[src/logic/kinpira_pkg.sv]
`default_nettype none

package kinpira_pkg;

  //====================
  // Widths
  //====================
  localparam int BWIDTH   = 32;
  localparam int DWIDTH   = 16;
  localparam int MEMSIZE  = 10;
  localparam int NETSIZE  = 10;
  localparam int LWIDTH   = 10;
  localparam int REGSIZE  = 5;
  localparam int ACCWIDTH = 40;

  // Fixed point, fractional bits
  localparam int FRAC = 8;

  // Saturation limits of a data word
  localparam int DMAX = (1 << (DWIDTH - 1)) - 1;
  localparam int DMIN = -(1 << (DWIDTH - 1));

  //====================
  // Register map
  //====================
  localparam int REG_REQ        = 1;
  localparam int REG_IN_OFFSET  = 2;
  localparam int REG_OUT_OFFSET = 3;
  localparam int REG_NET_OFFSET = 4;
  // total_out above bit LWIDTH, total_in below
  localparam int REG_BASE       = 9;
  // Enables live in the top bit
  localparam int REG_BIAS       = 13;
  localparam int REG_ACTV       = 14;

  //====================
  // Shared types
  //====================
  typedef struct packed {
    logic [MEMSIZE-1:0] in_offset;
    logic [MEMSIZE-1:0] out_offset;
    logic [NETSIZE-1:0] net_offset;
    logic [LWIDTH-1:0]  total_out;
    logic [LWIDTH-1:0]  total_in;
    logic               bias_en;
    logic               relu_en;
  } layer_cfg_t;

  // One access to the image buffer
  typedef struct packed {
    logic               we;
    logic [MEMSIZE-1:0] addr;
    logic [DWIDTH-1:0]  wdata;
  } mem_port_t;

endpackage

`default_nettype wire

[src/logic/layer_regs.sv]
`default_nettype none

module layer_regs import kinpira_pkg::*; (
  input  logic               clk,
  input  logic               xrst,
  input  logic               reg_we,
  input  logic [REGSIZE-1:0] reg_addr,
  input  logic [BWIDTH-1:0]  reg_wdata,
  output layer_cfg_t         cfg,
  output logic               req
);

  logic [BWIDTH-1:0] params [0:2**REGSIZE-1];
  logic              req_write;

  //====================
  // Parameter bank
  //====================

  // Request slot is a trigger only
  assign req_write = reg_we && (reg_addr == REGSIZE'(REG_REQ));

  always_ff @(posedge clk) begin
    if (!xrst) begin
      for (int i = 0; i < 2**REGSIZE; i++) begin
        params[i] <= '0;
      end
    end else if (reg_we && !req_write) begin
      params[reg_addr] <= reg_wdata;
    end
  end

  // One-cycle start pulse
  always_ff @(posedge clk) begin
    if (!xrst) begin
      req <= 1'b0;
    end else begin
      req <= req_write && reg_wdata[0];
    end
  end

  //====================
  // Field decode
  //====================
  always_comb begin
    cfg.in_offset  = params[REG_IN_OFFSET][MEMSIZE-1:0];
    cfg.out_offset = params[REG_OUT_OFFSET][MEMSIZE-1:0];
    cfg.net_offset = params[REG_NET_OFFSET][NETSIZE-1:0];
    // Layer sizes share one word
    cfg.total_out  = params[REG_BASE][2*LWIDTH-1:LWIDTH];
    cfg.total_in   = params[REG_BASE][LWIDTH-1:0];
    cfg.bias_en    = params[REG_BIAS][BWIDTH-1];
    cfg.relu_en    = params[REG_ACTV][BWIDTH-1];
  end

endmodule

`default_nettype wire

[config.mk]
export PLATFORM = sky130hd
export DESIGN_NAME = layer_regs
export DESIGN_NICKNAME = d
export VERILOG_FILES = /design/src/logic/kinpira_pkg.sv /design/src/logic/layer_regs.sv
export SDC_FILE = /design/constraint.sdc
export NUM_CORES = 1
export LEC_CHECK = 0
export ABC_AREA = 0
export BUFFER_PORTS_ARGS = -buffer_cell sky130_fd_sc_hd__buf_2
export CAP_MARGIN = 20
export CORE_ASPECT_RATIO = 1.4
export CORE_MARGIN = 2
export CORE_UTILIZATION = 25
export CTS_CLUSTER_SIZE = 8
export DETAILED_ROUTE_END_ITERATION = 7
export PLACE_DENSITY = 0.48
export RECOVER_POWER = 50
export SLEW_MARGIN = 20
export SYNTH_ARGS = -nofsm -noshare
export SYNTH_HDL_FRONTEND = slang
export SYNTH_SLANG_ARGS = --single-unit
[constraint.sdc]
create_clock -name clk -period 4.65 [get_ports clk]
set_clock_uncertainty 0.1 [all_clocks]
set_input_delay 0.93 -clock clk [delete_from_list [all_inputs] [get_ports clk]]
set_output_delay 0.93 -clock clk [all_outputs]
set_load 0.1 [all_outputs]
==> results of run 1 <==
-- synth_stat cells (all sizes together) --
master   instances
nand4            1
nand4bb          3
nor3            50
or4              1
nand3            1
buf              3
inv             20
clkbuf           7
nor2             2
nor4             1
o21ai            6
edfxtp          52
nand3b           2
nand2            1
dfxtp            1
or4b             1
-- area by class of cell --
cell class                      instances  area share
Sequential cell                        53      0.5766
Multi-Input combinational cell         69      0.1505
Timing Repair Buffer                   86      0.1469
Tap cell                              105     0.04790
Clock buffer                            6     0.04699
Inverter                               20     0.02737
Clock inverter                          2    0.003650
-- power by group --
part / internal, mW / leakage (nW) / switching [mW]
Combinational: 0.0289 / 0.420 / 0.236
Sequential: 0.549 / 0.503 / 0.00716
Clock: 0.198 / 0.0706 / 0.158
Total: 0.776 / 0.993 / 0.401
-- per-layer routing --
| metal | vias to the layer above | track usage |
|---|---|---|
| li1 | 721 | - |
| met1 | 726 | 0.1404 |
| met2 | 51 | 0.1935 |
| met3 | 6 | 0.02215 |
| met4 | 0 | 0.05000 |
| met5 | - | 0 |
-- state kept, by name (all words and copies together) (netlist names) --
signal  flops
req         1
params     52
-- worst max-delay path, delay by kind of cell --
family / cells / cell delay, ns
compound gates: 1 / 0.26
buf+inv: 3 / 1.88
simple gates: 1 / 0.17
-- placed cells by master, fill, tap and decap left out, types with 2 or more instances in the layout --
master / n
clkbuf_16: 5
buf_4: 3
nand3b_1: 2
nor3_2: 3
clkinv_2: 2
clkbuf_1: 29
buf_2: 55
nor2_1: 2
nand4bb_1: 3
edfxtp_1: 52
o21ai_0: 5
nor3_1: 46
inv_1: 20
-- metrics by stage --
step	util	std cells	area (µm²)	hold slack, ns	power (mW)
after global placement	0.3161	333	2674	1.080	0.8372
final	0.3243	341	2743	0.7875	1.177
after CTS	0.3325	341	2813	0.7736	1.200
after global routing	0.3243	341	2743	0.8108	1.222
after floorplan	-	152	2150	0.9062	0.7873
after detailed placement	0.3161	333	2674	1.087	0.8386
-- path summary, 6_finish.rpt --
check / start / depth (start not counted) / slack (ns) / endpoint
max: xrst / 5 / 1.34 / params[3][6]
min: reg_addr[3] / 2 / 0.79 / req
-- kinds of logic (layout without fill, tap and decap cells) --
family	count (synthesis)	after routing	synth area share
compound gates	6	6	0.01397
simple gates	63	63	0.1903
buf+inv	30	114	0.05995
flops	53	53	0.7357
==> impl_metrics.py, run 1 <==
metrics = {
    "outcome": {
        "status": "finished with violations",
        "violations": "max-capacitance violations, max-slew violations",
    },
    "pwr": {
        "power_density_nw_per_um2": 429.1,
        "p_leak_nw": 0.9933,
        "ir_worst_vdd_mv": 0.2037,
    },
    "timing": {
        "slew_violations": 44,
        "finalWorstSetupSlack_ns": 1.340,
        "final.min_clock_period_ns": 3.310,
        "tightest_slew_ns": 1.967,
        "setup_viol_count_final": 0,
        "fmax_mhz": 302.1,
        "max-slew-margin-rel": -0.3111,
        "fin_setup_tns_ns": 0,
        "fin_crit_sh": 0.7119,
        "final_hold_viol_count": 0,
        "rsz0062_at_grt": "false",
    },
    "grt": {
        "grt_pass1_vias": 1468,
        "grt.overflow.total": 0,
        "grt_antenna_before_repair": 0,
        "grt_usage": 0.1150,
        "grt_max_degree": 44,
        "grt_pass1_wl_mm": 7.741,
    },
    "detailed_routing": {
        "met1_length_mm": 2.059,
        "vias": 1504,
        "via_per_inst": 4.411,
        "drtPass1Iterations": 3,
        "drc_errors": 0,
        "top_layer_used": "met4",
        "met3_length_um": 281,
        "drt_iter0_markers": 65,
        "routed_wl_mm": 5.125,
        "final_antenna_net_count": 0,
        "wl_per_cell_um": 15.03,
        "wl_met2_mm": 2.683,
    },
    "job": {
        "maxCapViolCount": 1,
    },
    "place": {
        "portBuffers": 81,
        "gp_congestion": 0.7024,
        "post-dp-hpwl_mm": 3.583,
        "pre_cts_slack_ns": 1.775,
    },
    "setup_path": {
        "cp.required_ns": 4.59,
        "crit_top_cell": "clkbuf_1",
        "crit_arrival_ns": 3.25,
        "cpMaxStageDelayCell": "clkbuf_1",
        "path_cells": "clkbuf_1, nand3b_1, clkbuf_1, o21ai_0, buf_4",
        "cp_max_fo": 43,
        "end_kind": "flop",
        "critPathKind": "in -> reg",
        "crit_path_start_kind": "input port",
        "critPathMaxStageDelay_ns": 1.43,
    },
    "logic_synthesis": {
        "ys_types": 19,
        "syn_area_um2": 2150,
        "yosysTopAreaCell": "edfxtp_1",
        "synth_area_leaders": "edfxtp_1 73%, nor3_1 9.3%, nor3_2 4.2%",
        "synth.avg_cell_area_um2": 14.14,
        "seq_area_frac_synth": 0.7357,
        "synth_nets": 192,
        "synth-seq-cells": 53,
        "syn_inst": 152,
        "yosysWarnings": 0,
        "synth_top_area_frac": 0.7264,
    },
    "cts": {
        "ctsHtreeMaxLevel": 2,
        "ctsHoldBuffers": 0,
        "cts.repair.resized": 0,
        "clockBufferDepth": 2,
        "cts_tree": "yes",
        "clock-sinks": 53,
        "cts_buffers": 5,
        "post_cts_buffers": 0,
        "path_clk_slew_ns": 0.07,
        "cts_root_buf": "clkbuf_16",
    },
    "cells_and_area": {
        "seq_area_um2": 1582,
        "area_delta_synth_final_pct": 27.59,
        "drive_gt1_frac": 0.3051,
        "finalNetCount": 275,
        "antenna_cells": 0,
        "fillerInstances": 905,
        "multi_input_area_um2": 412.9,
    },
    "floorplanning": {
        "die-area_um2": 9367,
        "start_util": 0.2541,
        "die_x_um": 82.37,
        "placementRows": 40,
        "core_region_area_um2": 8458,
        "num_io_pins": 93,
        "die_height_um": 113.7,
    },
    "min_path": {
        "hold_path_class": "in -> reg",
    },
}
(Power assumes the default switching activity.)
==> inputs of run 2 (changes only) <==
Settings changed: PLACE_DENSITY 0.48 to 0.49.
Clock period 4.65 ns to 2.92 ns, I/O delays scaled along.
==> run 2 against run 1 <==
Compared with the run above:
- the run now ends clean
- via count grew 0.73%
- hold slack worse by 0.35 ns
- first-iteration DRC count increased by 32%
- combinational power is 57% higher
- utilization is 0.13 points lower
- global-route usage fell by 0.36 points
- critical endpoint is now cfg[32]
- largest cell class unchanged
==> impl_metrics.py, run 2 (synthesis results as in run 1) <==
metrics = {
    "min_path": {
        "hold_path_class": "in -> reg",
        "hold-path-endpoint": "req",
        "min_from": "reg_addr[3]",
        "holdPathStages": 2,
    },
    "place": {
        "portBuffers": 81,
        "dp_cells": 335,
        "pre_cts_slack_ns": 0.6908,
        "placed_area_um2": 2689,
        "post-dp-hpwl_mm": 3.599,
        "gp_congestion": 0.7299,
    },
    "cts": {
        "clockBufferDepth": 2,
        "cts_tree": "yes",
        "path_clk_slew_ns": 0.07,
        "clock-sinks": 53,
        "ctsHoldBuffers": 0,
        "post_cts_buffers": 0,
        "cts_root_buf": "clkbuf_16",
        "cts.repair.resized": 0,
        "cts_buffers": 5,
        "ctsHtreeMaxLevel": 2,
    },
    "cells_and_area": {
        "stdcell_count": 343,
        "drive_gt1_frac": 0.1933,
        "final_area_um2": 2731,
        "finalNetCount": 277,
        "final_common_cell": "clkbuf_1",
        "area_delta_synth_final_pct": 27.07,
        "largest_register_ffs": 52,
        "postLayoutCoreUtil": 0.3229,
        "regMostFlops": "params",
        "antenna_cells": 0,
        "top_regs": "params (52), req (1)",
        "layout_common_cells": "56 x clkbuf_1, 52 x edfxtp_1, 47 x nor3_1, 26 x buf_2, 20 x inv_1",
        "fillerInstances": 886,
    },
    "detailed_routing": {
        "drt_iter0_markers": 86,
        "routed_wl_mm": 4.948,
        "final_antenna_net_count": 0,
        "drtPass1Iterations": 4,
        "vias": 1515,
        "via_per_inst": 4.417,
        "drc_errors": 0,
        "wl_per_cell_um": 14.43,
    },
    "timing": {
        "fin_crit_sh": 0.7526,
        "final.min_clock_period_ns": 2.198,
        "fmax_mhz": 455.1,
        "slew_violations": 0,
        "max-slew-margin-rel": 0.1984,
        "tightest_slew_ns": 1.208,
        "fin_setup_tns_ns": 0,
        "finalWorstSetupSlack_ns": 0.7225,
        "rsz0062_at_grt": "false",
        "final_hold_viol_count": 0,
        "whs_ns": 0.4366,
        "setup_viol_count_final": 0,
    },
    "setup_path": {
        "end_kind": "primary output",
        "crit_buf_inv": 1,
        "crit_path_start_kind": "flop",
        "cp_top_family": "buffers and inverters",
        "critPathKind": "reg -> out",
        "cp.required_ns": 2.24,
        "critPathMaxStageDelay_ns": 0.87,
        "cp_max_fo": 1,
        "path_cells": "clkbuf_1",
        "cpMaxStageDelayCell": "clkbuf_1",
        "cp-startpoint": "params[3][0]",
        "crit_arrival_ns": 1.51,
    },
    "pwr": {
        "ir_worst_vdd_mv": 0.3038,
        "p_total_mw": 1.896,
        "switching_share": 0.3474,
        "power_density_nw_per_um2": 694.0,
        "p_leak_nw": 0.9248,
        "p_int_mw": 1.237,
        "p_comb_frac": 0.220,
        "clkPwrFrac": 0.314,
        "seqPwrFrac": 0.466,
        "p_sw_mw": 0.6585,
    },
    "floorplanning": {
        "die_x_um": 82.37,
        "num_io_pins": 93,
        "core_region_area_um2": 8458,
        "die-area_um2": 9367,
        "start_util": 0.2541,
        "die_height_um": 113.7,
        "placementRows": 40,
    },
    "grt": {
        "grt_usage": 0.1114,
        "grt_pass1_wl_mm": 7.438,
        "grt_antenna_before_repair": 0,
        "grt.overflow.total": 0,
        "grt_max_degree": 23,
        "grt_pass1_vias": 1411,
    },
    "job": {
        "maxCapViolCount": 0,
    },
    "outcome": {
        "status": "finished, final reports clean",
    },
}
-- run 2: changes by cell type in the layout (fill, tap and decap cells not counted), sizes merged --
cell      delta
clkbuf      +27
clkinv       -1
clkinvlp     +1
inv          +1
buf         -26
-- run 2: routing by layer --
metal | global-route usage | vias to the layer above | wire [µm]
met1 | 0.1337 | 728 | 1951
met2 | 0.1855 | 53 | 2534
met5 | 0 | - | 0
li1 | - | 728 | -
met3 | 0.02690 | 6 | 358
met4 | 0.05000 | 0 | 104
-- run 2: area by class of cell --
class	instances	area, µm²	area share
clock buffers	5	125.1	0.04581
multi-input cells	69	407.9	0.1493
clock inverters	3	25.02	0.009162
well taps	105	131.4	0.04810
inverters	20	75.07	0.02749
repair buffers	88	385.4	0.1411
flip-flops and latches	53	1582	0.5790
-- run 2: worst max path at each step --
stage | endpoint | slack (ns) | cells after the start
finish | cfg[32] | 0.72 | 1
CTS | params[9][1] | 1.0 | 4
floorplan | params[9][0] | 0.53 | 3
detailed placement | params[9][3] | 0.69 | 4
global placement | params[9][6] | 0.69 | 4
global route | params[13][31] | 0.65 | 4
-- run 2: power by group through the flow --
stage	combinational (mW)	clock (mW)	sequential, mW
5_1_grt	0.432	0.650	0.888
6_report	0.417	0.595	0.884
2_1_floorplan	0.0451	0	1.21
3_5_place_dp	0.435	0	0.901
3_3_place_gp	0.434	0	0.900
4_1_cts	0.435	0.618	0.883
==> inputs of run 3 (changes only) <==
Clock period 2.92 ns to 1.8 ns, I/O delays scaled along.
==> run 3 against run 2 <==
Compared with the run above:
- design area is 4.4% higher
- critical endpoint is now params[4][4]
- highest routed layer unchanged
- clock power is 53% higher
- setup slack worse by 0.55 ns
==> impl_metrics.py, run 3 (synthesis results as in run 1) <==
metrics = {
    "detailed_routing": {
        "via_per_inst": 4.264,
        "drt_iter0_markers": 77,
        "wl_per_cell_um": 14.80,
        "final_antenna_net_count": 0,
        "drc_errors": 0,
        "routed_wl_mm": 5.151,
        "vias": 1484,
        "drtPass1Iterations": 4,
    },
    "timing": {
        "slew_violations": 0,
        "final.min_clock_period_ns": 1.632,
        "whs_ns": 0.2182,
        "final_hold_viol_count": 0,
        "fin_setup_tns_ns": 0,
        "setup_viol_count_final": 0,
        "max-slew-margin-rel": 0.6696,
        "fmax_mhz": 612.9,
        "rsz0062_at_grt": "false",
        "tightest_slew_ns": 0.4991,
        "fin_crit_sh": 0.9065,
    },
    "cts": {
        "clockBufferDepth": 2,
        "cts_tree": "yes",
        "cts_root_buf": "clkbuf_16",
        "cts_buffers": 5,
        "cts.repair.resized": 0,
        "path_clk_slew_ns": 0.07,
        "clock-sinks": 53,
        "ctsHoldBuffers": 0,
        "ctsHtreeMaxLevel": 2,
        "post_cts_buffers": 0,
    },
    "pwr": {
        "p_leak_nw": 1.098,
        "ir_worst_vdd_mv": 0.5445,
        "p_int_mw": 2.036,
        "p_sw_mw": 1.022,
        "p_comb_frac": 0.233,
        "switching_share": 0.3343,
        "power_density_nw_per_um2": 1072,
        "clkPwrFrac": 0.299,
        "seqPwrFrac": 0.469,
    },
    "setup_path": {
        "crit_path_start_kind": "input port",
        "critPathMaxStageDelay_ns": 0.55,
        "cp.required_ns": 1.70,
        "cp_max_fo": 10,
        "crit_buf_inv": 2,
        "end_kind": "flop",
        "path_cells": "clkbuf_1, or4_4, o21ai_0, buf_12",
        "critPathKind": "in -> reg",
        "cpMaxStageDelayCell": "or4_4",
        "cp_top_family": "simple AND/OR/NAND/NOR gates",
        "crit_arrival_ns": 1.53,
    },
    "cells_and_area": {
        "fillerInstances": 873,
        "largest_register_ffs": 52,
        "layout_common_cells": "79 x buf_2, 52 x edfxtp_1, 49 x nor3_1, 20 x inv_1, 6 x clkbuf_1",
        "antenna_cells": 0,
        "final_common_cell": "buf_2",
        "regMostFlops": "params",
        "drive_gt1_frac": 0.4033,
        "postLayoutCoreUtil": 0.3371,
        "area_delta_synth_final_pct": 32.65,
        "top_regs": "params (52), req (1)",
        "finalNetCount": 282,
    },
    "min_path": {
        "min_from": "reg_addr[3]",
        "hold-path-endpoint": "req",
        "hold_path_class": "in -> reg",
        "holdPathStages": 2,
    },
    "floorplanning": {
        "die_height_um": 113.7,
        "num_io_pins": 93,
        "placementRows": 40,
        "core_region_area_um2": 8458,
        "die-area_um2": 9367,
        "die_x_um": 82.37,
        "start_util": 0.2541,
    },
    "grt": {
        "grt_use_met3": 0.03402,
        "grt_pass1_wl_mm": 7.486,
        "grt.overflow.total": 0,
        "grt_max_degree": 22,
        "busiest_layer": "met2",
        "grt_usage": 0.1135,
        "grt_use_met1": 0.1321,
        "grt_antenna_before_repair": 0,
        "use_met2": 0.1876,
        "grt_pass1_vias": 1392,
    },
    "outcome": {
        "status": "finished, final reports clean",
    },
    "place": {
        "gp_congestion": 0.7478,
        "post-dp-hpwl_mm": 3.803,
        "portBuffers": 81,
    },
    "job": {
        "maxCapViolCount": 0,
    },
}
## run 3: cell count changes in the layout (fill, tap and decap cells not counted), moves of 2 or more
| cell | delta |
|---|---|
| nor3_1 | +2 |
| buf_12 | +4 |
| clkbuf_2 | +3 |
| clkbuf_1 | -50 |
| buf_4 | -2 |
| buf_2 | +53 |
## run 3: metrics by stage
stage               instances  setup WS [ns]  power, mW  area, µm²
floorplan                 152        0.01948      2.038       2172
global placement          340        0.03794      2.188       2795
detailed placement        340        0.03345      2.191       2795
CTS                       348         0.2583      3.111       2932
global route              348         0.1261      3.167       2851
finish                    348         0.1684      3.058       2851
## run 3: power by group through the flow
stage,combinational (mW),sequential (mW),clock [mW]
after floorplan,0.0784,1.96,0
after global placement,0.728,1.46,0
after detailed placement,0.731,1.46,0
after CTS,0.731,1.43,0.945
after global routing,0.738,1.44,0.990
final,0.712,1.43,0.913
## run 3: final cells by class
type | count | area (µm²) | area share
repair buffers | 93 | 531.8 | 0.1865
multi-input cells | 69 | 395.4 | 0.1387
inverters | 20 | 75.07 | 0.02633
well taps | 105 | 131.4 | 0.04607
clock buffers | 8 | 136.4 | 0.04783
flip-flops and latches | 53 | 1582 | 0.5546
## run 3: worst max-delay path by stage
stage / startpoint / to / cells after the start
after CTS: params[2][5] / cfg[47] / 1
final: reg_addr[0] / params[4][4] / 4
after detailed placement: reg_addr[0] / params[4][1] / 4
after global routing: reg_addr[0] / params[4][8] / 4
after floorplan: xrst / params[9][0] / 3
after global placement: reg_addr[0] / params[4][2] / 4
## run 3: metal layers
layer	vias to the layer above	wire length (µm)
li1	734	-
met1	690	2056
met2	55	2604
met3	5	384
met4	0	106
met5	-	0
